$ cat src/hdl/vga_consts.svh
`ifndef VGA_CONSTS_SVH
`define VGA_CONSTS_SVH

////////////////////////////////////////////////////////////
// 640x480 at 60 Hz, pixel clock rate
////////////////////////////////////////////////////////////

`define VGA_H_VIDEO 640
`define VGA_H_FRONT 16
`define VGA_H_SYNC 96
`define VGA_H_BACK 48
`define VGA_H_TOTAL (`VGA_H_VIDEO + `VGA_H_FRONT + `VGA_H_SYNC + `VGA_H_BACK)

`define VGA_V_VIDEO 480
`define VGA_V_FRONT 10
`define VGA_V_SYNC 2
`define VGA_V_BACK 33
`define VGA_V_TOTAL (`VGA_V_VIDEO + `VGA_V_FRONT + `VGA_V_SYNC + `VGA_V_BACK)

`define VGA_H_SYNC_POL 1'b0 // Active low.
`define VGA_V_SYNC_POL 1'b0 // Active low.

////////////////////////////////////////////////////////////
// Frame buffer and host queue
////////////////////////////////////////////////////////////

`define FB_SCALE_LOG2 2 // Each stored pixel is a 4x4 block.
`define FB_WIDTH 160
`define FB_HEIGHT 120
`define FB_DEPTH (`FB_WIDTH * `FB_HEIGHT)

`define WFIFO_DEPTH 8

`endif

$ cat src/hdl/vga_pkg.sv
`default_nettype none

package vga_pkg;

    ////////////////////////////////////////////////////////////
    // Raster positions
    ////////////////////////////////////////////////////////////

    typedef logic [9:0] h_count_t;
    typedef logic [9:0] v_count_t;

    ////////////////////////////////////////////////////////////
    // Frame buffer words
    ////////////////////////////////////////////////////////////

    typedef logic [14:0] fb_addr_t; // Covers 160x120 words.
    typedef logic [7:0] pixel_t; // RGB 3-3-2.

    // One pending host write.
    typedef struct packed {
        fb_addr_t addr;
        pixel_t   pixel;
    } fb_write_t;

endpackage

`default_nettype wire

$ cat src/hdl/scanout_fetch.sv
`default_nettype none

`include "vga_consts.svh"

module scanout_fetch import vga_pkg::*; (
    input  wire           clk,
    input  wire           reset,
    input  wire h_count_t h_count_next,
    input  wire v_count_t v_count_next,
    input  wire           will_display,
    input  wire           h_sync,
    input  wire           v_sync,
    input  wire pixel_t   mem_rdata,
    output logic          scan_rd,
    output fb_addr_t      scan_addr,
    output pixel_t        rgb,
    output logic          de,
    output logic          hsync,
    output logic          vsync
);

    logic display_d; // Registered position is on screen.
    logic rd_d; // Read data is valid this cycle.

    ////////////////////////////////////////////////////////////
    // Read request from the look-ahead position
    ////////////////////////////////////////////////////////////

    assign scan_addr = fb_addr_t'(v_count_next >> `FB_SCALE_LOG2) * fb_addr_t'(`FB_WIDTH) +
        fb_addr_t'(h_count_next >> `FB_SCALE_LOG2);

    // One fetch at the first column of each block.
    assign scan_rd = will_display && (h_count_next[`FB_SCALE_LOG2-1:0] == '0);

    always_ff @(posedge clk) begin
        if (reset) begin
            display_d <= 1'b0;
            rd_d      <= 1'b0;
        end else begin
            display_d <= will_display;
            rd_d      <= scan_rd;
        end
    end

    ////////////////////////////////////////////////////////////
    // Output registers
    ////////////////////////////////////////////////////////////

    always_ff @(posedge clk) begin
        if (reset) begin
            rgb   <= '0;
            de    <= 1'b0;
            hsync <= ~`VGA_H_SYNC_POL;
            vsync <= ~`VGA_V_SYNC_POL;
        end else begin
            de    <= display_d;
            hsync <= h_sync; // Same latency as de.
            vsync <= v_sync;
            if (!display_d)
                rgb <= '0; // Blank outside video.
            else if (rd_d)
                rgb <= mem_rdata; // Held for the rest of the block.
        end
    end

endmodule

`default_nettype wire

$ cat config.mk
export PLATFORM = sky130hd
export DESIGN_NAME = scanout_fetch
export DESIGN_NICKNAME = d
export VERILOG_FILES = /design/src/hdl/vga_pkg.sv /design/src/hdl/scanout_fetch.sv
export VERILOG_INCLUDE_DIRS = /design/src /design/src/hdl
export SDC_FILE = /design/constraint.sdc
export NUM_CORES = 1
export LEC_CHECK = 0
export BUFFER_PORTS_ARGS = -buffer_cell sky130_fd_sc_hd__buf_2
export CAP_MARGIN = 20
export CORE_MARGIN = 10
export CORE_UTILIZATION = 46
export DETAILED_ROUTE_END_ITERATION = 8
export GPL_TIMING_DRIVEN = 0
export PLACE_DENSITY_LB_ADDON = 0.05
export SYNTH_ARGS = -nofsm -noshare
export SYNTH_HDL_FRONTEND = slang
export SYNTH_SLANG_ARGS = --single-unit
$ cat constraint.sdc
create_clock -name clk -period 4.85 [get_ports clk]
set_input_delay 0.2425 -clock clk [delete_from_list [all_inputs] [get_ports clk]]
set_output_delay 0.2425 -clock clk [all_outputs]
set_load 0.005 [all_outputs]
Yosys cells after proc, flatten, opt, wreduce, memory -nomap -nowiden
Cells that the tools add are included.
{ "op_classes": {"add_sub_neg": 1, "mul": 1, "div_mod_pow": 0, "magnitude_cmp": 0, "eq_ne": 0, "n_shift": 0, "muxes": 0, "bitwise": 1, "n_reduce_logical": 3} }
{ "ops": {"columns": ["op", "n"], "rows": [
  ["adder 15 x 8 -> 15 bit", 1],
  ["multiplier 8 x 3 -> 10 bit (second input constant)", 1],
  ["zero test 2 bit", 1],
  ["OR reduction 2 bit", 1],
  ["logical AND 1 bit", 1],
  ["NOT 1 bit", 1]
]} }
{ "totals": {"ff_bits": 13, "latchBits": 0, "ramBits": 0, "rom_bits": 0, "output_inout_bits": 27, "wordCells": 12, "mem_count": 0} }

Depth between registers and ports, before layout
{ "depth": {"depth_word": 2, "ltp_mapped": 8} }

Worst setup path before layout
OpenSTA, ideal clock, no wires.
{ "synth_path": {"path_kind": "input port to output port", "start": "input port v_count_next[3]", "end": "output port scan_addr[14]", "arrival_ps": 2024, "t_required_ps": 4608, "setup_slack_ps": 2583, "cell_stages": 8, "cell_sequence": "ha_1 > ha_1 > fa_1 > a211oi_1 > nor2_1 > xor2_1 > nand4_2 > xnor2_1"} }
{ "synth_between": {"elab_chain_cells": 2} }
{ "synth_lines": {"columns": ["item", "line", "source"], "rows": [
  ["start: declaration", "scanout_fetch.sv:9", "input wire v_count_t v_count_next,"],
  ["multiplier 8 x 3 -> 10 bit", "scanout_fetch.sv:29", "assign scan_addr = fb_addr_t'(v_count_next >> `FB_SCALE_LOG2) * fb_addr_t'(`FB_WIDTH) +"],
  ["adder 15 x 8 -> 15 bit", "scanout_fetch.sv:29", null],
  ["end: declaration", "scanout_fetch.sv:15", "output fb_addr_t scan_addr,"]
]} }
No other way between the ends.

Worst setup path in the final report
Ends and elaborated chain as after synthesis.

==> impl_metrics.json <==
{
  "worstPathMaxFanout": 3,
  "grt_overflow": 0,
  "cp-start-kind": "primary input",
  "totalWireLength_um": 2520,
  "clock_sinks": 13,
  "area_delta_synth_final_pct": 32.2,
  "dpl.hpwl_um": 2190,
  "ir_worst_vdd_v": 0.000157,
  "timing.final.crit_period_ns": 2.71,
  "num_rows": 16,
  "io_pins": 60,
  "rr_endpoint": "rgb[4]",
  "drc_errors": 0,
  "clockRootBuffer": "clkbuf_4",
  "cts.path.max_buffers": 2,
  "min_from": "v_sync",
  "start_util_pct": 49.7,
  "ys_async_sr_fraction_pct": 0,
  "finalSetupViolCount": 0,
  "grt_pass1_wl_um": 4040,
  "drv_slew": 0,
  "synth_edf_count": 0,
  "drt_iter0_drc": 15,
  "core_um2": 2000,
  "antenna_cells": 0,
  "netlist_area_um2": 995,
  "postCtsSetupRepairBufs": 0,
  "cts-htree-levels": 1,
  "wl_per_cell_um": 13.3,
  "cts.clk_slew.worst_paths_ns": 0.07,
  "hold_path_class": "in2reg",
  "antenna_found_initial": 0,
  "synth.distinct_cells": 28,
  "cp.required_ns": 4.61,
  "synth_area_per_cell_um2": 9.30,
  "whs_path_depth": 2,
  "synth_ff_type": "dfxtp_1",
  "cts_tree": "yes",
  "clk_latency_ns": 0.27,
  "ys_ff_latch": 13,
  "grt_usage_pct": 11.2,
  "syn_nets": 157,
  "finalSetupTns_ns": 0,
  "r2r_cells": 3,
  "ys_seq_area_share_pct": 26.2,
  "grt_pass1_vias": 1010,
  "rsz0062_at_grt": "no",
  "fmax_mhz": 369,
  "drive_above_1_share_pct": 41.1,
  "ant_nets": 0,
  "hold_viol_final": 0,
  "fin_crit_sh_pct": 55.9,
  "die_w_um": 66.5,
  "cts_buffers": 3,
  "arrival_ns": 2.47,
  "firstDrtPassIters": 2,
  "postSynthCellCount": 107,
  "cp-end-kind": "output port",
  "status": "finished clean",
  "finClkSkew_ns": 0.00456,
  "ys_warn_count": 0,
  "worstReg2RegStart": "rd_d",
  "ctsHoldBuffers": 0,
  "grt_max_degree": 10,
  "p_leak_nw": 0.673,
  "p_per_area_nw_per_um2": 233,
  "die_y_um": 66.5,
  "drv_cap": 0,
  "rrSetupSlack_ns": 3.67,
  "gp_congestion": 0.803,
  "vias": 932,
  "timing.hold.ws_ns": 0.143,
  "place_ws_ns": 2.18,
  "numPortBuffers": 52,
  "post_cts_resized": 0,
  "tightest_slew_ns": 0.559,
  "setup_ws_ns": 2.14,
  "dieArea_um2": 4420,
  "finish.utilization_pct": 65.7,
  "nets": 214,
  "vias_per_cell": 4.91,
  "relSlewSlack_pct": 62.7,
  "min_to": "vsync",
  "worstSetupPathType": "in2out"
}
-- state kept, by name (all words and copies together), names as in the netlist --
name and cells:
rd_d 1, vsync 1, display_d 1, rgb 8, hsync 1, de 1
-- per-stage QoR --
stage / area, µm² / instances / power (mW)
floorplan: 995 / 107 / 0.196
global placement: 1290 / 186 / 0.241
detailed placement: 1290 / 186 / 0.245
CTS: 1320 / 190 / 0.312
global route: 1320 / 190 / 0.332
finish: 1320 / 190 / 0.306
-- per-layer routing --
metal / GRT usage (%) / up-vias / routed length [µm] / part of all wire, %
met5: 0 / - / 0 / 0
met4: 3.93 / 0 / 23 / 0.91
met3: 6.19 / 4 / 298 / 12
met2: 19.1 / 40 / 1170 / 46
met1: 11.2 / 416 / 1030 / 41
li1: - / 472 / - / -
-- how the worst max path moves through the flow --
stage                     slack (ns)            end       startpoint  cells past startpoint
after floorplan                 2.58  scan_addr[14]  v_count_next[3]                      8
after global placement          2.20  scan_addr[14]  v_count_next[3]                      9
after detailed placement        2.18  scan_addr[14]  v_count_next[3]                      9
after CTS                       2.15  scan_addr[14]  v_count_next[3]                      9
after global routing            1.96  scan_addr[14]  v_count_next[3]                      9
final                           2.14  scan_addr[14]  v_count_next[3]                      9
-- critical path, cell delays in order --
cell     delay (ns)
buf_2          0.11
ha_1           0.29
ha_1           0.24
fa_1           0.41
xor2_1         0.23
nor3b_1        0.49
nand4_2        0.17
xnor2_1        0.15
buf_2          0.13
-- Yosys cell counts (2+ instances only) --
library cell / n / area, µm²
a21oi_1: 3 / 15.0
buf_4: 5 / 37.5
clkbuf_1: 2 / 7.51
dfxtp_1: 13 / 260
fa_1: 2 / 40.0
ha_1: 15 / 188
inv_1: 7 / 26.3
mux2i_1: 8 / 80.1
nand2_1: 2 / 7.51
nor2_1: 17 / 63.8
nor2b_1: 3 / 18.8
nor3b_1: 2 / 15.0
o21ai_0: 3 / 15.0
or2_2: 2 / 12.5
xnor2_1: 8 / 70.1
xor2_1: 3 / 26.3
-- kinds of logic after synthesis --
logic type	synth area share, %
flip-flops	26.2
AND/OR/NAND/NOR	16.6
AO/OA/AOI/OAI	9.43
buffers and inverters	7.17
XOR/XNOR	9.69
adder cells (fa/ha/maj)	22.9
multiplexers	8.05
-- area by class of cell --
type | instances | area, µm²
sequential | 13 | 260
inverter | 7 | 26.3
clock buffer | 4 | 26.3
tap | 27 | 33.8
buffer | 7 | 45.0
multi-input combinational | 80 | 663
fill | 189 | 687
timing repair buffer | 52 | 260
-- cell usage in the layout (no fill, tap or decap), types with 2 or more instances in the layout --
cell	count
clkbuf_1	3
mux2i_1	8
dfxtp_1	13
o21ai_0	3
buf_2	52
buf_4	5
inv_1	7
a21oi_1	3
nor3b_1	2
xor2_1	3
nor2_1	17
ha_1	15
xnor2_1	8
clkbuf_4	3
or2_2	2
nor2b_1	3
nand2_1	2
fa_1	2
-- where the power goes --
group | switching (mW) | internal (mW) | total, mW
clock | 0.0324 | 0.0319 | 0.0643
sequential | 0.000493 | 0.109 | 0.109
combinational | 0.0668 | 0.0658 | 0.133
Note: power is estimated with default switching activity, not from simulation.
