File: src/hdl/vga_consts.svh
`ifndef VGA_CONSTS_SVH
`define VGA_CONSTS_SVH

////////////////////////////////////////////////////////////
// 640x480 at 60 Hz, pixel clock rate
////////////////////////////////////////////////////////////

`define VGA_H_VIDEO 640
`define VGA_H_FRONT 16
`define VGA_H_SYNC 96
`define VGA_H_BACK 48
`define VGA_H_TOTAL (`VGA_H_VIDEO + `VGA_H_FRONT + `VGA_H_SYNC + `VGA_H_BACK)

`define VGA_V_VIDEO 480
`define VGA_V_FRONT 10
`define VGA_V_SYNC 2
`define VGA_V_BACK 33
`define VGA_V_TOTAL (`VGA_V_VIDEO + `VGA_V_FRONT + `VGA_V_SYNC + `VGA_V_BACK)

`define VGA_H_SYNC_POL 1'b0 // Active low.
`define VGA_V_SYNC_POL 1'b0 // Active low.

////////////////////////////////////////////////////////////
// Frame buffer and host queue
////////////////////////////////////////////////////////////

`define FB_SCALE_LOG2 2 // Each stored pixel is a 4x4 block.
`define FB_WIDTH 160
`define FB_HEIGHT 120
`define FB_DEPTH (`FB_WIDTH * `FB_HEIGHT)

`define WFIFO_DEPTH 8

`endif

File: src/hdl/vga_pkg.sv
`default_nettype none

package vga_pkg;

    ////////////////////////////////////////////////////////////
    // Raster positions
    ////////////////////////////////////////////////////////////

    typedef logic [9:0] h_count_t;
    typedef logic [9:0] v_count_t;

    ////////////////////////////////////////////////////////////
    // Frame buffer words
    ////////////////////////////////////////////////////////////

    typedef logic [14:0] fb_addr_t; // Covers 160x120 words.
    typedef logic [7:0] pixel_t; // RGB 3-3-2.

    // One pending host write.
    typedef struct packed {
        fb_addr_t addr;
        pixel_t   pixel;
    } fb_write_t;

endpackage

`default_nettype wire

File: src/hdl/write_fifo.sv
`default_nettype none

`include "vga_consts.svh"

module write_fifo import vga_pkg::*; #(
    parameter int DEPTH = `WFIFO_DEPTH
) (
    input  wire            clk,
    input  wire            reset,
    input  wire            push,
    input  wire fb_write_t push_data,
    output logic           full,
    input  wire            pop,
    output logic           empty,
    output fb_write_t      head
);

    localparam int PTR_W = (DEPTH > 1) ? $clog2(DEPTH) : 1;
    localparam int CNT_W = $clog2(DEPTH + 1);

    fb_write_t entries [DEPTH];
    logic [PTR_W-1:0] wr_ptr;
    logic [PTR_W-1:0] rd_ptr;
    logic [CNT_W-1:0] count;
    logic do_push;
    logic do_pop;

    function automatic logic [PTR_W-1:0] ptr_inc(input logic [PTR_W-1:0] ptr);
        return (ptr == PTR_W'(DEPTH - 1)) ? '0 : ptr + 1'b1;
    endfunction

    assign full = (count == CNT_W'(DEPTH));
    assign empty = (count == '0);
    assign head = entries[rd_ptr];

    assign do_push = push && !full;
    assign do_pop = pop && !empty;

    always_ff @(posedge clk) begin
        if (do_push)
            entries[wr_ptr] <= push_data;
    end

    always_ff @(posedge clk) begin
        if (reset) begin
            wr_ptr <= '0;
            rd_ptr <= '0;
            count  <= '0;
        end else begin
            if (do_push)
                wr_ptr <= ptr_inc(wr_ptr);
            if (do_pop)
                rd_ptr <= ptr_inc(rd_ptr);
            unique case ({do_push, do_pop})
                2'b10:   count <= count + 1'b1;
                2'b01:   count <= count - 1'b1;
                default: count <= count; // Both or neither.
            endcase
        end
    end

    no_push_when_full: assert property (@(posedge clk) disable iff (reset) push |-> !full);
    no_pop_when_empty: assert property (@(posedge clk) disable iff (reset) pop |-> !empty);

endmodule

`default_nettype wire

File: config.mk
export PLATFORM = sky130hd
export DESIGN_NAME = write_fifo
export DESIGN_NICKNAME = d
export VERILOG_FILES = /design/src/hdl/vga_pkg.sv /design/src/hdl/write_fifo.sv
export VERILOG_INCLUDE_DIRS = /design/src /design/src/hdl
export SDC_FILE = /design/constraint.sdc
export NUM_CORES = 1
export LEC_CHECK = 0
export BUFFER_PORTS_ARGS = -buffer_cell sky130_fd_sc_hd__clkbuf_2
export CAP_MARGIN = 5
export CORE_MARGIN = 3
export CORE_UTILIZATION = 60
export DETAILED_ROUTE_END_ITERATION = 6
export PLACE_DENSITY = 0.79
export SYNTH_ARGS = -nofsm -noshare
export SYNTH_HDL_FRONTEND = slang
export SYNTH_SLANG_ARGS = --single-unit
File: constraint.sdc
create_clock -name clk -period 3.9 [get_ports clk]
set_input_delay 0.195 -clock clk [delete_from_list [all_inputs] [get_ports clk]]
set_output_delay 0.195 -clock clk [all_outputs]
set_load 0.02 [all_outputs]
== Yosys cells after proc, flatten, opt, wreduce, memory -nomap -nowiden ==
Memories as Yosys holds them, arrays and structs flattened. A register that Yosys moved wholly into a read port is not among the register bits.
Cells that the tools add are included.
W data, S select, Z words.

* Bits of input ports: 27
* RAM bits: 184
* Register bits: 10
* Bits in latches: 0
* ROM bits: 0
* Memories kept: 1

* Bitwise logic cells: 0
* Shift-type cells: 0
* Eq/ne operators: 5
* Magnitude comparators: 0
* $add $sub $neg: 4
* Multiplexer cells: 7
* Div/mod/pow operators: 0
* Multipliers: 0
* Reduce and logical (&&, ||, !) cells: 6

{| class="wikitable"
|+ Memories
! memory !! depth !! bits a word !! read ports !! clocked after memory_dff !! wr ports !! line !! source
|-
| entries || 8 || 23 || 1 || 1 || 1 || write_fifo.sv:21 || <nowiki>fb_write_t entries [DEPTH];</nowiki>
|}

{| class="wikitable"
|+ Operators by type and width
! operator !! count
|-
| $mux W3 || 4
|-
| $pmux W4 S2 || 1
|-
| $add A3 B1 Y3 const B || 2
|-
| $eq A3 B3 Y1 const B || 2
|-
| $add A4 B1 Y4 const B || 1
|-
| $eq A4 B4 Y1 const B || 1
|-
| $logic_not A4 Y1 || 1
|-
| $sub A4 B1 Y4 const B || 1
|-
| $eq A2 B1 Y1 const B || 1
|-
| $eq A2 B2 Y1 const B || 1
|-
| $logic_and A1 B1 Y1 || 2
|-
| $logic_not A1 Y1 || 2
|-
| $mux W1 || 2
|-
| $reduce_bool A2 Y1 || 1
|}

== Logic depth before layout (Yosys ltp) ==
* Word-level depth: 5
* Mapped depth: 11

== Worst setup path after synthesis ==
Ideal clock, no wire load.

* Kind: register to register
* Start: reg count[0]
* End: mem entries[0][0] in the netlist's numbering (enable)
* Setup time: 0.461 ns
* Data arrival time: 3.095 ns
* Stages on the path, launching flop included: 6
* Clock period less this slack: 3.556 ns
* Path slack: 0.344 ns
* Cells stage by stage: dfxtp_1 -> buf_2 -> nor3_1 -> a21bo_1 -> buf_4 -> nor4_1

* Word-level cells in the longest chain between the ends: 5

{| class="wikitable"
|+ Ends and longest elaborated chain
! what !! line !! source
|-
| start, declared || write_fifo.sv:24 || <nowiki>logic [CNT_W-1:0] count;</nowiki>
|-
| start signal, assigned || write_fifo.sv:55 || <nowiki>2'b10: count <= count + 1'b1;</nowiki>
|-
| start signal, assigned || write_fifo.sv:56 || <nowiki>2'b01: count <= count - 1'b1;</nowiki>
|-
| start signal, assigned || write_fifo.sv:57 || <nowiki>default: count <= count;</nowiki>
|-
| $eq A4 B4 Y1 || write_fifo.sv:32 || <nowiki>assign full = (count == CNT_W'(DEPTH));</nowiki>
|-
| $logic_not A1 Y1 || write_fifo.sv:36 || <nowiki>assign do_push = push && !full;</nowiki>
|-
| $logic_and A1 B1 Y1 || write_fifo.sv:36 ||
|-
| $mux W1 || write_fifo.sv:40 || <nowiki>if (do_push)</nowiki>
|-
| $mux W1 (not written as such) || write_fifo.sv:41 || <nowiki>entries[wr_ptr] <= push_data;</nowiki>
|-
| end, declared || write_fifo.sv:21 ||
|}

No other way between the ends.

==> run metrics <==
Total GRT Usage=20.9%; sequential area share after synthesis=74.6%; Top-Level Pins=52; Pwr Total=roughly 5500 uW; dpl cells=roughly 560; PostCTS Resize Cnt=0; startpoint types=flop; Max-Cap Viols=0; final slew viol count=0; vias in the first global route=between 3000 and 4000; FMAX=about 360 MHz; DR vias=~3600; Pre-Repair DR Iteration Count=6; Least-Margin Pin Slew=about 1.1 ns; outcome=completed; CTS tree=built; Worst Hold Class=primary input to flop; chip height=120 um; Netlist cell types=32; Reg clk slew, reported paths=roughly 0.060 ns; Die X=~120 um; clock root cell=clkbuf_16; routed length per instance=~23 um; Setup Crit Path Kind=flop to output port; share of layout cells above drive strength 1=between 30% and 40%; Yosys reg bits=just under 200; setup TNS=0 ns; Routed Antenna Nets=0; RSZ-0062 raised after global routing=no; Post-Syn Area per Cell=between 20 and 25 um2; port bufs=slightly above 50; Layout Skew=approximately 0.0049 ns; # setup viols final=0; most frequent cells in the layout=edfxtp_1 (184), clkbuf_2 (51), mux4_1 (37), mux2_2 (25), clkbuf_16 (17); cell area power density=a little over 600 mW/mm2; row cnt=40; Synth Net Count=~380; DP Wirelength=~8.0 mm; Starting Density=between 60% and 70%; Area growth syn-to-layout=14.1%; die footprint=about 0.014 mm2; Via-to-Cell Ratio=5.98; post-CTS setup buffers=0; Crit. End Element=output port; Synth Cell Area=approximately 0.0078 mm2; fin crit share=approximately 72%; clock buffer depth=2; TritonCTS Sinks=~200; leak pwr=0.00300 uW; register area=0.00579 mm2; share of the synthesized area in the top cell type=between 70% and 80%; filler cell count=~740; Final Hold Vio Count=0; Post-Route WL=about 14 mm; DRC violations left=0; Max VDD drop=around 0.00043 V; CP Max Fanout=18; headroom to the max-slew limit=roughly a quarter; DR iter-0 viols=approximately 320; Synth area leader=edfxtp_1; GRT overflow=0; CP required=roughly 3.7 ns; Hold Buf Count CTS=0; pin count of the biggest net entering global routing=47; crit path time final=between 2 and 3 ns; CP arrival=~2.6 ns; first-pass GRT wire length=between 20 and 25 mm; Worst-Skew Late Latency=about 0.43 ns; most area-consuming cells after synthesis=edfxtp_1 (71%), mux4_1 (13%), mux2_2 (3.6%); H-tree Lvls=4; Post-Layout Cell Count=slightly below 600; Yosys warning count=0; multi-input logic area=0.00188 mm2; CTS Buf Count=17; commonest non-fill, non-tap cell in the layout=edfxtp_1; CORE AREA=approximately 0.012 mm2; initial antenna violation count=1; gpl congestion=about 0.73; Mapped Cells=345; ant diodes=0; net count reported at finish=between 400 and 500
==> cell type report <==
| cell class | count | share of cell area [%] |
|---|---|---|
| sequential | 197 | 65.4 |
| multi-input combinational | 129 | 21.3 |
| clock buffer | 18 | 4.85 |
| timing repair buffer | 67 | 4.24 |
| tap | 168 | 2.38 |
| clock inverter | 14 | 1.82 |
| inverter | 1 | 0.0424 |
==> where the power goes <==
part / leakage [uW] / total [uW] / internal, uW / switching (uW)
Clock: 0.000281 / 1730 / 1000 / 731
Sequential: 0.00178 / 2590 / 2450 / 138
Combinational: 0.000940 / 1140 / 563 / 579
==> registers in the layout, indices dropped and copies added, names as in the netlist, named ones only <==
register / cells
count: 4
rd_ptr: 3
entries: 184
wr_ptr: 3
==> per-stage QoR <==
| stage | hold WS (ns) | util [%] | instance area, um2 | setup slack, ns |
|---|---|---|---|---|
| after floorplan | 0.294 | - | 7760 | 0.344 |
| after CTS | 0.0189 | 71.9 | 8850 | 1.06 |
| final | 0.0337 | 71.9 | 8850 | 1.11 |
| after detailed placement | 0.471 | 67.1 | 8260 | 1.19 |
| after global routing | 0.0352 | 71.9 | 8850 | 0.966 |
| after global placement | 0.463 | 67.1 | 8260 | 1.45 |
==> logic make-up after synthesis <==
logic type      count (synthesis)  share of synthesized area [%]
fa+ha+maj                       7                           1.13
flops                         197                           74.6
simple gates                   34                           2.24
compound gates                 12                           1.08
xor+xnor                        3                          0.339
mux                            73                           19.0
buf+inv                        19                           1.60
==> critical path: stages (launching register included) <==
cell and delay, ns:
dfxtp_2 0.67, buf_4 0.40, mux4_1 0.64, mux2_2 0.28
clkbuf_2 0.15
==> cells in the mapped netlist, drive strengths merged <==
master	number
nor2b	1
a41oi	1
nor3b	1
inv	1
nor4	2
nand2b	2
mux2i	2
or3b	1
nor3	7
xor2	3
ha	7
nor4b	1
mux2	25
mux4	46
o41ai	2
o21ai	1
nand2	6
dfxtp	13
edfxtp	184
a21bo	1
a21oi	7
nand3b	1
nor2	9
clkbuf	4
or3	2
and2	1
buf	14
==> path summary, 6_finish.rpt <==
check	startpoint	end	slack [ns]	cells after the start
worst min-delay path	push_data[19]	entries[1][19]	0.03	1
worst max-delay path	flop	head[13]	1.11	4
worst max register to register	count[1]	count[3]	1.21	7
worst min register to register	rd_ptr[2]	rd_ptr[2]	0.49	2
==> routing by layer <==
| metal | global-route usage, % | vias up | routed length (um) | part of all wire, % |
|---|---|---|---|---|
| met5 | 0 | - | 8 | 0.058 |
| met4 | 8.38 | 2 | 185 | 1.3 |
| met3 | 5.70 | 18 | 1020 | 7.4 |
| met2 | 32.6 | 112 | 6990 | 51 |
| met1 | 28.5 | 1826 | 5580 | 40 |
| li1 | - | 1596 | - | - |
No activity file was read; power rests on OpenSTA's default activity.
