===== src/hdl/vga_consts.svh =====
`ifndef VGA_CONSTS_SVH
`define VGA_CONSTS_SVH

////////////////////////////////////////////////////////////
// 640x480 at 60 Hz, pixel clock rate
////////////////////////////////////////////////////////////

`define VGA_H_VIDEO 640
`define VGA_H_FRONT 16
`define VGA_H_SYNC 96
`define VGA_H_BACK 48
`define VGA_H_TOTAL (`VGA_H_VIDEO + `VGA_H_FRONT + `VGA_H_SYNC + `VGA_H_BACK)

`define VGA_V_VIDEO 480
`define VGA_V_FRONT 10
`define VGA_V_SYNC 2
`define VGA_V_BACK 33
`define VGA_V_TOTAL (`VGA_V_VIDEO + `VGA_V_FRONT + `VGA_V_SYNC + `VGA_V_BACK)

`define VGA_H_SYNC_POL 1'b0 // Active low.
`define VGA_V_SYNC_POL 1'b0 // Active low.

////////////////////////////////////////////////////////////
// Frame buffer and host queue
////////////////////////////////////////////////////////////

`define FB_SCALE_LOG2 2 // Each stored pixel is a 4x4 block.
`define FB_WIDTH 160
`define FB_HEIGHT 120
`define FB_DEPTH (`FB_WIDTH * `FB_HEIGHT)

`define WFIFO_DEPTH 8

`endif


===== src/hdl/vga_pkg.sv =====
`default_nettype none

package vga_pkg;

    ////////////////////////////////////////////////////////////
    // Raster positions
    ////////////////////////////////////////////////////////////

    typedef logic [9:0] h_count_t;
    typedef logic [9:0] v_count_t;

    ////////////////////////////////////////////////////////////
    // Frame buffer words
    ////////////////////////////////////////////////////////////

    typedef logic [14:0] fb_addr_t; // Covers 160x120 words.
    typedef logic [7:0] pixel_t; // RGB 3-3-2.

    // One pending host write.
    typedef struct packed {
        fb_addr_t addr;
        pixel_t   pixel;
    } fb_write_t;

endpackage

`default_nettype wire


===== src/hdl/vga_timing.sv =====
`default_nettype none

`include "vga_consts.svh"

module vga_timing import vga_pkg::*; (
    input  wire       clk,
    input  wire       reset,
    output h_count_t  h_count_next,
    output v_count_t  v_count_next,
    output logic      h_sync,
    output logic      v_sync,
    output logic      will_display
);

    localparam h_count_t H_TOTAL = h_count_t'(`VGA_H_TOTAL);
    localparam h_count_t H_LAST = h_count_t'(`VGA_H_TOTAL - 1);
    localparam h_count_t H_SYNC_START = h_count_t'(`VGA_H_VIDEO + `VGA_H_FRONT);
    localparam h_count_t H_SYNC_END = h_count_t'(`VGA_H_VIDEO + `VGA_H_FRONT + `VGA_H_SYNC);

    localparam v_count_t V_TOTAL = v_count_t'(`VGA_V_TOTAL);
    localparam v_count_t V_LAST = v_count_t'(`VGA_V_TOTAL - 1);
    localparam v_count_t V_SYNC_START = v_count_t'(`VGA_V_VIDEO + `VGA_V_FRONT);
    localparam v_count_t V_SYNC_END = v_count_t'(`VGA_V_VIDEO + `VGA_V_FRONT + `VGA_V_SYNC);

    h_count_t h_count;
    v_count_t v_count;

    ////////////////////////////////////////////////////////////
    // Look-ahead position
    ////////////////////////////////////////////////////////////

    always_comb begin
        if (h_count == H_LAST) begin
            h_count_next = '0;
            if (v_count == V_LAST)
                v_count_next = '0;
            else
                v_count_next = v_count + v_count_t'(1);
        end else begin
            h_count_next = h_count + h_count_t'(1);
            v_count_next = v_count; // Row holds within a line.
        end
    end

    always_ff @(posedge clk) begin
        if (reset) begin
            h_count <= '0;
            v_count <= '0;
        end else begin
            h_count <= h_count_next;
            v_count <= v_count_next;
        end
    end

    assign h_sync = (h_count >= H_SYNC_START && h_count < H_SYNC_END) ?
        `VGA_H_SYNC_POL : ~`VGA_H_SYNC_POL;
    assign v_sync = (v_count >= V_SYNC_START && v_count < V_SYNC_END) ?
        `VGA_V_SYNC_POL : ~`VGA_V_SYNC_POL;

    assign will_display = (h_count_next < h_count_t'(`VGA_H_VIDEO)) &&
        (v_count_next < v_count_t'(`VGA_V_VIDEO));

    counters_in_range: assert property (@(posedge clk) disable iff (reset)
        h_count < H_TOTAL && v_count < V_TOTAL);

endmodule

`default_nettype wire


===== config.mk =====
export PLATFORM = sky130hd
export DESIGN_NAME = vga_timing
export DESIGN_NICKNAME = d
export VERILOG_FILES = /design/src/hdl/vga_pkg.sv /design/src/hdl/vga_timing.sv
export VERILOG_INCLUDE_DIRS = /design/src /design/src/hdl
export SDC_FILE = /design/constraint.sdc
export NUM_CORES = 1
export LEC_CHECK = 0
export CAP_MARGIN = 20
export CORE_MARGIN = 3
export CORE_UTILIZATION = 35
export DETAILED_ROUTE_END_ITERATION = 12
export DONT_BUFFER_PORTS = 1
export SLEW_MARGIN = 20
export SYNTH_ARGS = -nofsm -noshare
export SYNTH_HDL_FRONTEND = slang
export SYNTH_SLANG_ARGS = --single-unit
export TNS_END_PERCENT = 20

===== constraint.sdc =====
create_clock -name clk -period 3.2 [get_ports clk]
set_clock_uncertainty 0.1 [all_clocks]
set_input_delay 0.32 -clock clk [delete_from_list [all_inputs] [get_ports clk]]
set_output_delay 0.32 -clock clk [all_outputs]
set_load 0.02 [all_outputs]

* Yosys cells after proc, flatten, opt, wreduce, memory -nomap -nowiden *
Cells that the tools add are included.

operators by class
  add/sub/neg operators = 2
  $mul = 0
  div/mod/pow operators = 0
  $lt $le $gt $ge = 6
  equal/unequal tests = 2
  shift operators = 0
  mux-type cells = 5
  bitwise gates (word level) = 0
  reductions and logical operators = 3

operator list
  cell                   count
  $mux 10                3
  $add 10x1->10 const B  2
  $eq 10x10->1 const B   2
  $lt 10x10->1 const B   2
  $lt 10x9->1 const B    2
  $ge 10x10->1 const B   1
  $ge 10x9->1 const B    1
  $logic_and 1x1->1      3
  $mux 1                 2

word-level totals
  flip-flop bits (word level) = 20
  bits in latches = 0
  memory bits (writable) = 0
  memory bits (read-only) = 0
  bits of input ports = 2
  output and inout port bits = 23
  word-level logic and storage cells = 20
  memories kept = 0

* Longest topological paths before layout *
  depth in word-level cells = 5
  depth in mapped cells = 7
  depth with buffers taken out = 7

* Worst setup path after synthesis *
Ideal clock, no wire load.

  kind = reg2out
  start = register h_count[4]
  end = output will_display
  data arrival time = 2.425 ns
  data required time = 2.780 ns
  path slack = 0.355 ns
  cell stages (with the launch flop) = 7
  path buffers = 1
  cell sequence = dfxtp_1 -> buf_2 -> or4b_4 -> or4_4 -> o21ai_0 -> a22oi_2 -> a311oi_1

on the way
  longest elaborated chain between the ends = 4
  elaborated cells on any way between the ends = 7
  those cells by class = 1 x add/sub; 2 x order compare; 1 x eq/ne; 2 x mux; 1 x reduce/logical

ends and longest elaborated chain
  what                      RTL line          source
  start: declaration        vga_timing.sv:25  h_count_t h_count;
  start signal: assignment  vga_timing.sv:50  h_count <= h_count_next;
  $eq 10x10->1              vga_timing.sv:33  if (h_count == H_LAST) begin
  $mux 10                   vga_timing.sv:33
  via v_count_next[9]       vga_timing.sv:9   output v_count_t v_count_next,
  $lt 10x9->1               vga_timing.sv:61  (v_count_next < v_count_t'(`VGA_V_VIDEO));
  $logic_and 1x1->1         vga_timing.sv:60  assign will_display = (h_count_next < h_count_t'(`VGA_H_VIDEO)) &&
  end: declaration          vga_timing.sv:12  output logic will_display

The timed path passes the listed nets, and every way through them passes these cells.

* Final worst setup path *
  start = register h_count[4]
  end = output will_display

on the way
  longest elaborated chain between the ends = 4
  elaborated cells on any way between the ends = 7
  those cells by class = 1 x add/sub; 2 x order compare; 1 x eq/ne; 2 x mux; 1 x reduce/logical

ends and longest elaborated chain
  what                                                  RTL line
  $add 10x1->10 / $eq 10x10->1 (equally long branches)  vga_timing.sv:40, vga_timing.sv:33
  $mux 10                                               vga_timing.sv:33
  $lt 10x10->1 / $lt 10x9->1 (equally long branches)    vga_timing.sv:60, vga_timing.sv:61
  $logic_and 1x1->1 *                                   vga_timing.sv:60

Every way passes the cells marked *; elsewhere a longest branch is shown, timed or not.

==> reports/qor.csv <==
stage,metric,value,unit
logic_synthesis,Area contributors post-synth,"dfxtp_1, ha_1, nor2b_1",
worst_setup_path,Worst EP required,2780,ps
cts,H-tree levels,1,
route,antenna-violating nets left,0,
cts,Num CTS Buffers,3,
global_route,GR Overflow Total,0,
worst_setup_path,cell breakdown of the critical path,or4b_4 > or4_4 > or3_1 > a22oi_2 > a311oi_1 > buf_4,
sta,slew of the pin with the lowest slew margin,731,ps
worst_setup_path,"slowest stage delay, CP",580,ps
cts,clk sink count,20,
placed_design,RD Place Congestion,0.773,
cts,deepest clock path buffer count,2,
die,Die Span Y,62.7,um
sta,RSZ-0062 raised after global routing,no,
worst_setup_path,Crit Path Class,flip-flop to output pin,
cells_and_area,fillers,319,
worst_setup_path,Crit path max-delay family,simple AND/OR/NAND/NOR gates,
global_route,All-Layer GR Usage,13.9,%
worst_setup_path,Worst setup SP type,flip-flop,
cells_and_area,area of the multi-input gates,684,um2
worst_hold_path,Min-Delay Path Class,input port to flip-flop,
logic_synthesis,sequential share of the synthesized area,35.6,%
cts,Worst-Skew Late Latency,300,ps
status,status,completed,
cells_and_area,ratio of cells with drive above 1 in the final layout,10.1,%
sta,min Tclk post-route,3080,ps
placed_design,Post-Place Worst Slack,474,ps
placed_design,dpl hpwl,1860,um
die,Top Ports,25,
logic_synthesis,gate count of the mapped netlist,137,
route,Avg WL per Cell,14.1,um
cells_and_area,FF/Latch Area,400,um2
die,die area,3930,um2
logic_synthesis,most frequent cell after synthesis,dfxtp_1,
logic_synthesis,"Warnings, synthesis",0,
logic_synthesis,Yosys top cell by area,dfxtp_1,
sta,post-route setup slack,124,ps
cells_and_area,Nets,148,
cts,postcts setup bufs,0,
job,MaxCap Viol Count,0,
worst_setup_path,Max Fanout on Critical Path,7,
logic_synthesis,Post-synth EDFFs,0,
cts,CTS root buf,clkbuf_4,
global_route,vias in the first global route,876,
route,initial drt markers,32,
logic_synthesis,post-synth top area share,35.6,%
logic_synthesis,syn_nets,144,
power,leak pwr,0.477,nW
route,DRC Markers,0,
route,Vias,946,
placed_design,count of input and output buffers,0,
cells_and_area,area delta synth->final,9.13,%
route,drt first pass iters,4,
sta,Fin. Hold Viols,0,
cts,Clock Pin Slew Worst Setup and Hold Paths,100,ps
logic_synthesis,synthesized cell area,1120,um2
die,Core ar.,2900,um2
die,initial cell density of the core,38.7,%
sta,Setup TNS,0,ps
die,num rows,19,
cells_and_area,Antenna Cells,0,
sta,final-report setup violation count,0,
route,vias per inst,5.23,
global_route,largest net degree at the start of global routing,20,
logic_synthesis,"Async S/R FF share, synth",0,%
worst_setup_path,critical path's slowest cell,or4_4,
power,Total Power,397,uW
logic_synthesis,Seq cells post-synth,20,
global_route,first-pass GRT wire length,4400,um
worst_setup_path,crit path buf inv count,1,
logic_synthesis,distinct cell type count after synthesis,33,
logic_synthesis,Main synth FF type,dfxtp_1,
sta,Final period util,96.1,%
sta,slew margin rel.,50.8,%
route,total wire length,2550,um
power,Peak VDD IR,0.166,mV
die,Die W,62.7,um
worst_setup_path,crit path capture type,output pin,
worst_setup_path,CP arrival,2660,ps
sta,fmax,325,MHz
logic_synthesis,Commonest cells post-synth,"dfxtp_1, nor2_1, nor2b_1",
sta,Slew Limit Fails,0,
global_route,initial antenna violation count,0,
logic_synthesis,Post-Syn Area per Cell,8.20,um2
power,Cell Pwr Density,324,nW/um2
cts,CTS tree,done,
[final cells by class]
class                      count  area share, %
sequential                    20           32.7
clock buffer                   3           1.84
tap                           42           4.29
multi-input combinational    103           55.8
timing repair buffer           4           2.65
inverter                       9           2.76
[per-layer routing]
layer / vias to the layer above / wire length, um / global-route usage (%)
met5: - / 0 / 0
li1: 481 / - / -
met1: 443 / 1200 / 17.8
met3: 2 / 154 / 6.12
met4: 0 / 20 / 3.31
met2: 20 / 1180 / 21.2
[stage by stage]
step / instances / hold slack [ps] / area [um2] / util (%)
after floorplan: 137 / 401 / 1120 / -
after global placement: 177 / 291 / 1180 / 40.6
after detailed placement: 177 / 296 / 1180 / 40.6
after CTS: 181 / 89.3 / 1210 / 41.8
after global routing: 181 / 80.9 / 1230 / 42.3
final: 181 / 104 / 1230 / 42.3
[worst paths after layout]
check / slack (ps) / from / cells past startpoint / to
setup reg to reg: 640 / h_count[4] / 6 / v_count[9]
setup / recovery: 120 / h_count[4] / 6 / will_display
hold / removal: 100 / reset / 1 / v_count[9]
hold reg to reg: 450 / h_count[0] / 1 / h_count[0]
[timing repair]
item | CTS | global route
endpoints found under the setup margin | 0 | 2
gates resized for setup | 0 | 3
hold buffers | 1 | 0
endpoints found under the hold margin | 19 | 0
[cell families (layout without fill, tap and decap cells)]
group / after synthesis / count (layout) / synth area share (%)
compound gates: 15 / 15 / 9.80
simple gates: 71 / 71 / 34.6
mux: 1 / 1 / 1.00
xor+xnor: 11 / 11 / 8.57
fa+ha+maj: 5 / 5 / 5.57
buf+inv: 14 / 16 / 4.79
flops: 20 / 20 / 35.6
[flip-flops by register name, summed over array words and instances (netlist names)]
name and cells:
h_count 10, v_count 10
[power by group]
group	switching [mW]	internal (mW)	leakage, nW	total [mW]
Clock	0.0747	0.0439	0.0138	0.119
Combinational	0.0159	0.00633	0.301	0.0222
Sequential	0.00454	0.252	0.162	0.257
Total	0.0952	0.302	0.477	0.397
[placed cells by master (no fill, tap or decap), types with 2 or more instances in the layout]
cell      count
clkbuf_4      3
a311oi_1      2
ha_1          5
a21oi_1       2
xnor2_1       4
nand4_1       8
xor2_1        6
nor4_1        3
nand2_1       9
buf_4         3
or3_1         3
o21ai_0       5
nor3_1        8
nor2_1       15
a22o_1        2
nand3_1       4
inv_1         9
nor2b_1      10
dfxtp_1      20
Note: power is estimated with default switching activity, not from simulation.
