`config.mk`:
```
export PLATFORM = sky130hd
export DESIGN_NAME = fb_arbiter
export DESIGN_NICKNAME = d
export VERILOG_FILES = /design/src/hdl/vga_consts.svh /design/src/hdl/vga_pkg.sv /design/src/hdl/fb_arbiter.sv
export SDC_FILE = /design/constraint.sdc
export NUM_CORES = 1
export LEC_CHECK = 0
export BUFFER_PORTS_ARGS = -buffer_cell sky130_fd_sc_hd__buf_2
export CAP_MARGIN = 20
export CORE_UTILIZATION = 22
export DETAILED_ROUTE_END_ITERATION = 6
export PLACE_DENSITY = 0.9
export SLEW_MARGIN = 25
export SYNTH_ARGS = -nofsm -noshare
export SYNTH_HDL_FRONTEND = slang
export SYNTH_SLANG_ARGS = --single-unit
```
`constraint.sdc`:
```
create_clock -name vclk -period 0.8
set_clock_uncertainty 0.1 [all_clocks]
set_input_delay 0.08 -clock vclk [all_inputs]
set_output_delay 0.08 -clock vclk [all_outputs]
set_load 0.05 [all_outputs]
```
`src/hdl/vga_consts.svh`:
```
`ifndef VGA_CONSTS_SVH
`define VGA_CONSTS_SVH

////////////////////////////////////////////////////////////
// 640x480 at 60 Hz, pixel clock rate
////////////////////////////////////////////////////////////

`define VGA_H_VIDEO 640
`define VGA_H_FRONT 16
`define VGA_H_SYNC 96
`define VGA_H_BACK 48
`define VGA_H_TOTAL (`VGA_H_VIDEO + `VGA_H_FRONT + `VGA_H_SYNC + `VGA_H_BACK)

`define VGA_V_VIDEO 480
`define VGA_V_FRONT 10
`define VGA_V_SYNC 2
`define VGA_V_BACK 33
`define VGA_V_TOTAL (`VGA_V_VIDEO + `VGA_V_FRONT + `VGA_V_SYNC + `VGA_V_BACK)

`define VGA_H_SYNC_POL 1'b0 // Active low.
`define VGA_V_SYNC_POL 1'b0 // Active low.

////////////////////////////////////////////////////////////
// Frame buffer and host queue
////////////////////////////////////////////////////////////

`define FB_SCALE_LOG2 2 // Each stored pixel is a 4x4 block.
`define FB_WIDTH 160
`define FB_HEIGHT 120
`define FB_DEPTH (`FB_WIDTH * `FB_HEIGHT)

`define WFIFO_DEPTH 8

`endif

```
`src/hdl/vga_pkg.sv`:
```
`default_nettype none

package vga_pkg;

    ////////////////////////////////////////////////////////////
    // Raster positions
    ////////////////////////////////////////////////////////////

    typedef logic [9:0] h_count_t;
    typedef logic [9:0] v_count_t;

    ////////////////////////////////////////////////////////////
    // Frame buffer words
    ////////////////////////////////////////////////////////////

    typedef logic [14:0] fb_addr_t; // Covers 160x120 words.
    typedef logic [7:0] pixel_t; // RGB 3-3-2.

    // One pending host write.
    typedef struct packed {
        fb_addr_t addr;
        pixel_t   pixel;
    } fb_write_t;

endpackage

`default_nettype wire

```
`src/hdl/fb_arbiter.sv`:
```
`default_nettype none

module fb_arbiter import vga_pkg::*; (
    input  wire            clk,
    input  wire            reset,
    input  wire            scan_rd,
    input  wire fb_addr_t  scan_addr,
    input  wire            wq_empty,
    input  wire fb_write_t wq_head,
    output logic           wq_pop,
    output logic           mem_en,
    output logic           mem_we,
    output fb_addr_t       mem_addr,
    output pixel_t         mem_wdata
);

    logic write_grant;

    ////////////////////////////////////////////////////////////
    // Fixed priority, scanout first
    ////////////////////////////////////////////////////////////

    // Queue gets every port cycle scanout leaves idle.
    assign write_grant = !scan_rd && !wq_empty;

    assign wq_pop = write_grant;
    assign mem_en = scan_rd || write_grant;
    assign mem_we = write_grant;

    always_comb begin
        if (scan_rd)
            mem_addr = scan_addr;
        else
            mem_addr = wq_head.addr;
    end

    assign mem_wdata = wq_head.pixel; // Only sampled on writes.

    // A read never loses its cycle to the queue.
    pop_excludes_read: assert property (@(posedge clk) disable iff (reset)
        wq_pop |-> !scan_rd);

    // Every memory write retires one queued entry.
    write_needs_pop: assert property (@(posedge clk) disable iff (reset)
        mem_we |-> wq_pop);

endmodule

`default_nettype wire

```
== Yosys cells after proc, flatten, opt, wreduce, memory -nomap -nowiden ==
Index checks and enable logic that the tools add are counted.

* Bits in registers: 0
* Input bits: 42
* Output and inout port bits: 26
* Logic and storage cells: 5

* Multiplexer cells: 1
* Reduce and logical (&&, ||, !) cells: 4

{| class="wikitable"
|+ Operators with widths
! kind !! number
|-
| two-way mux 15 bit || 1
|-
| logical NOT 1 bit || 2
|-
| logical AND 1 bit || 1
|-
| logical OR 1 bit || 1
|}

== Logic depth before layout (Yosys ltp) ==
Gate-level depths: netlist of run 1.

* Depth in word-level cells: 3
* Gate-level depth with buffers: 4
* Depth with buffers taken out: 1

== Least setup slack after synthesis of run 1 ==
Ideal clock, no wire load.

* Kind: input-to-output
* From: input port scan_rd
* To: output port wq_pop
* Arrival: 1.368 ns
* Data required time: 0.620 ns
* Setup slack: -0.748 ns
* Stages: 4
* Path buffers: 3
* Cells stage by stage: buf_6 -> buf_12 -> nor2_1 -> buf_4

* Cells in the longest elaborated chain, start to end: 2

{| class="wikitable"
|+ RTL lines
! what !! RTL line !! source
|-
| start, declared || fb_arbiter.sv:6 || <nowiki>input wire scan_rd,</nowiki>
|-
| logical NOT 1 bit || fb_arbiter.sv:24 || <nowiki>assign write_grant = !scan_rd && !wq_empty;</nowiki>
|-
| logical AND 1 bit || fb_arbiter.sv:24 ||
|-
| end, declared || fb_arbiter.sv:10 || <nowiki>output logic wq_pop,</nowiki>
|}

Every way passes these cells.

== Worst setup path in the final report of run 1 ==
* From: input port scan_rd
* To: output port mem_addr[12]

* Cells in the longest elaborated chain, start to end: 1

{| class="wikitable"
|+ RTL lines
! what !! RTL line !! source
|-
| two-way mux 15 bit || fb_arbiter.sv:31 || <nowiki>if (scan_rd)</nowiki>
|-
| end, declared || fb_arbiter.sv:13 || <nowiki>output fb_addr_t mem_addr,</nowiki>
|}

Every way passes these cells.

==> results of run 1 <==
==> cell usage in the layout, fill, tap and decap left out, drive strengths merged <==
master / n
buf: 53
mux2: 15
nand2b: 1
nor2: 1
==> layer usage <==
layer / global-route usage (%) / up-vias / wire length, um
met5: 0 / - / 0
met4: 0 / 0 / 0
met3: 1.14 / 0 / 124
met2: 20.9 / 41 / 523
met1: 11.7 / 159 / 316
li1: - / 174 / -
==> area by class of cell <==
class	count	area, um2	area share (%)
multi-input combinational	17	245	33.2
tap	15	18.8	2.54
timing repair buffer	53	475	64.3
==> stage by stage <==
| step | TNS, ns | setup slack (ns) | hold slack (ns) | cells | total power, W |
|---|---|---|---|---|---|
| 6_report | -0.437 | -0.0376 | 0.0601 | 85 | 0.000686 |
| 5_1_grt | -0.589 | -0.0514 | 0.0602 | 85 | 0.000713 |
| 4_1_cts | -0.435 | -0.0405 | 0.0603 | 85 | 0.000678 |
| 3_5_place_dp | -6.55 | -0.409 | 0.0603 | 83 | 0.000494 |
| 3_3_place_gp | -6.31 | -0.395 | 0.0603 | 83 | 0.000489 |
| 2_1_floorplan | -0.997 | -0.209 | 0.123 | 28 | 0.000494 |
==> worst min-delay path by stage <==
stage                from            to  slack [ns]  cells past startpoint
3_3_place_gp   wq_head[2]  mem_wdata[2]        0.06                      0
4_1_cts        wq_head[2]  mem_wdata[2]        0.06                      0
5_1_grt        wq_head[5]  mem_wdata[5]        0.06                      0
6_report       wq_head[2]  mem_wdata[2]        0.06                      0
2_1_floorplan    wq_empty        mem_we        0.12                      1
3_5_place_dp   wq_head[2]  mem_wdata[2]        0.06                      0
==> kinds of logic (layout without fill, tap and decap cells) <==
kind of cell | count (synthesis) | after routing
muxes | 15 | 15
buffers and inverters | 11 | 53
and+or+nand+nor | 2 | 2
==> power by group <==
part	internal (W)	switching (W)	total, W
registers	0	0	0
clock network	0	0	0
logic	0.000340	0.000346	0.000686
==> repair_timing <==
action                                  4_1_cts  5_1_grt
endpoints found under the setup margin       18       17
hold buffers                                  0        0
gates resized for setup                      54        3
gates cloned                                  2        0
==> reports/qor.yml, run 1 <==
status:
  status: "complete, but fails checks"
  violations: "negative setup slack"
synth:
  synth-simple-area-share_pct: 3.25
  synth_compound_area_share_pct: 0
  yosysMostFrequentCell: "buf_4"
  synth_fp_nets: 70
  syn_area_um2: 308
  ys.warnings.count: 0
  ys_seq_area_share_pct: 0
  synth.area.top_cells: "mux2_4, mux2_2, buf_4, buf_12, buf_6"
  synth_common_cells: "buf_4, mux2_4, mux2_2"
  synth_top_cell_by_area: "mux2_4"
  synth_top_family_by_area: "multiplexers"
  synthMuxAreaShare_pct: 64.6
  synth_top_area_share_pct: 39.0
  synth-xor-area-share_pct: 0
  ys_types: 7
  synthCells: 28
  synthAdderAreaFrac_pct: 0
  avgSynthCellArea_um2: 11.0
placed_design:
  portBuffers: 50
  gp_congestion: 0.667
  placed_cell_area_um2: 495
  hpwl_um: 619
power_and_ir_drop:
  ir_drop_mv: 0.384
  power.leakage_nw: 0.411
  p_per_area_nw_per_um2: 927
final_layout:
  area.sequential_um2: 0
  nClkBuffers: 0
  nets: 114
  nFlopsAndLatches: 0
  stdcell_area_um2: 739
  syn2layout_area_growth_pct: 140
  diodes: 0
  fillCellCount: 104
  drive_gt1_share_pct: 100
  final_core_util_pct: 56.8
drt:
  wl_per_cell_um: 11.3
  drc: 0
  vias: 374
  drt_iter0_drc: 0
  via_per_inst: 4.40
  postRouteAntennaNets: 0
  routed_wirelength_um: 963
  drtPass1Iterations: 1
timing:
  hold_viol: 0
  period_share_pct: 105
  timing.fmax_mhz: 1190
  grt_setup_unrepaired: "yes"
  slew_viol_final: 0
  fin_ws_ns: -0.0376
  finalSetupViolations: 15
  slew_headroom_pct: 83.7
  fin_crit_ns: 0.838
  worst_pin_slew_ns: 0.246
clock_network:
  postCtsSetupRepairBufs: 0
critical_path:
  slowest_delay_ns: 0.30
  critPathKind: "in2out"
  critPathArrivalTime_ns: 0.66
  cp_num_buf_inv: 2
  cp.depth: 3
  crit_chain: "buf_16 -> mux2_4 -> buf_8"
  crit_path_max_fanout: 8
  start_kind: "primary input"
  critPathLaunch: "scan_rd"
  crit_required_ns: 0.62
  critPathCaptureType: "primary output"
  endpoint: "mem_addr[12]"
  path_delay_family: "multiplexers"
  crit_slowest_cell: "mux2_4"
grt:
  grt_pass1_vias: 277
  grt_max_degree: 9
  antenna_found_initial: 0
  gr-total-overflow: 0
  grt_pass1_wl_mm: 1.14
  groute.usage.overall_pct: 10.3
flow_run:
  cap_violations: 0
floorplanning:
  die_height_um: 39.4
  fp.dieArea_um2: 1550
  coreArea_um2: 1300
  die_w_um: 39.4
  io_pins: 68
  rows: 13
  initial_utilization_pct: 23.7
min_path:
  hold_class: "in2out"
Power figures use the tool's default switching activity.
==> run 2, diff against run 1 <==
- BUFFER_PORTS_ARGS: -buffer_cell sky130_fd_sc_hd__buf_2 -> -buffer_cell sky130_fd_sc_hd__buf_4
- REMOVE_ABC_BUFFERS: default -> 1
==> reports/qor.yml, run 2 (same netlist as run 1, synthesis figures left out) <==
status:
  status: "complete, but fails checks"
  violations: "negative setup slack"
drt:
  drtPass1Iterations: 1
  routed_wirelength_mm: 1.08
  postRouteAntennaNets: 0
  vias: 387
  wl_per_cell_um: 12.9
  drt_iter0_drc: 0
  via_per_inst: 4.61
  drc: 0
power_and_ir_drop:
  p_sw_share_pct: 48.0
  seq_power_share_pct: 0
  clockPowerShare_pct: 0
  internal-power_w: 0.000372
  comb_power_share_pct: 100.0
  ir_drop_mv: 0.342
  p_sw_w: 0.000343
  power.leakage_nw: 0.431
  p_per_area_nw_per_um2: 904
final_layout:
  syn2layout_area_growth_pct: 157
  nClkBuffers: 0
  final_cell_mix: "buf_4, mux2_4, buf_8, buf_6, buf_16"
  nets: 113
  nFlopsAndLatches: 0
  layout_commonest_cell: "buf_4"
  drive_gt1_share_pct: 97.1
  instances_no_fill: 84
  fillCellCount: 106
  area.sequential_um2: 0
  stdcell_area_um2: 791
  diodes: 0
placed_design:
  dp_cells: 82
  gp_congestion: 0.707
  portBuffers: 50
  placed_cell_area_um2: 603
timing:
  slew_headroom_pct: 90.5
  fin_ws_ns: -0.0419
  timing.fmax_mhz: 1190
  worst_pin_slew_ns: 0.142
  slew_viol_final: 0
  fin_crit_ns: 0.842
  grt_setup_unrepaired: "yes"
  holdWs_ns: 0.0604
  finalSetupViolations: 15
  period_share_pct: 105
  hold_viol: 0
grt:
  grt_pass1_wl_mm: 1.41
  groute.usage.overall_pct: 12.9
  antenna_found_initial: 0
  gr-total-overflow: 0
  grt_max_degree: 9
  grt_pass1_vias: 360
min_path:
  worstHoldStart: "wq_head[0]"
  hold_class: "in2out"
critical_path:
  start_kind: "primary input"
  crit_required_ns: 0.62
  critPathCaptureType: "primary output"
  critPathArrivalTime_ns: 0.66
  critPathKind: "in2out"
  endpoint: "mem_addr[4]"
  critPathLaunch: "scan_rd"
  crit_path_max_fanout: 8
floorplanning:
  die_height_um: 39.4
  die_w_um: 39.4
  fp.dieArea_um2: 1550
  io_pins: 68
  rows: 13
  initial_utilization_pct: 23.7
  coreArea_um2: 1300
flow_run:
  cap_violations: 0
clock_network:
  postCtsSetupRepairBufs: 0
  ctsHoldBuffers: 0
## run 2: power by group through the flow
stage	clock network (W)	logic (W)	registers (W)
global placement	0	0.000569	0
floorplan	0	0.000342	0
finish	0	0.000715	0
global route	0	0.000743	0
CTS	0	0.000719	0
detailed placement	0	0.000576	0
## run 2: worst min path at each step
stage	slack (ns)	cells past startpoint	end
3_3_place_gp	0.06	0	mem_wdata[0]
6_report	0.06	0	mem_wdata[0]
5_1_grt	0.06	0	mem_wdata[0]
3_5_place_dp	0.06	0	mem_wdata[0]
2_1_floorplan	0.06	0	mem_wdata[0]
4_1_cts	0.06	0	mem_wdata[0]
## run 2: critical path: stages
cell and delay [ns]:
buf_16 0.12, mux2_4 0.31, buf_8 0.15
## run 2: repair_timing
action / CTS / global route
hold endpoints to repair: 0 / 0
setup endpoints to repair: 18 / 15
gates resized for setup: 36 / 0
cloned: 2 / 0
## run 2: area by class of cell
cell class | count | area [um2] | area share [%]
multi-input combinational | 17 | 235 | 29.7
timing repair buffer | 52 | 537 | 67.9
tap | 15 | 18.8 | 2.37
## run 2: layer usage
metal	wire length, um	track usage [%]	vias up
met5	0	0	-
met2	544	25.8	53
met4	0	0	0
li1	-	-	173
met3	215	6.82	0
met1	321	11.7	161
## run 2: stage by stage
stage,power [W],setup TNS [ns],utilization (%),worst slack (ns)
2_1_floorplan,0.000342,-1.43,-,-0.713
3_3_place_gp,0.000569,-3.39,46.3,-0.246
3_5_place_dp,0.000576,-3.66,46.3,-0.265
4_1_cts,0.000719,-0.468,60.8,-0.0469
5_1_grt,0.000743,-0.570,60.8,-0.0546
6_report,0.000715,-0.433,60.8,-0.0419
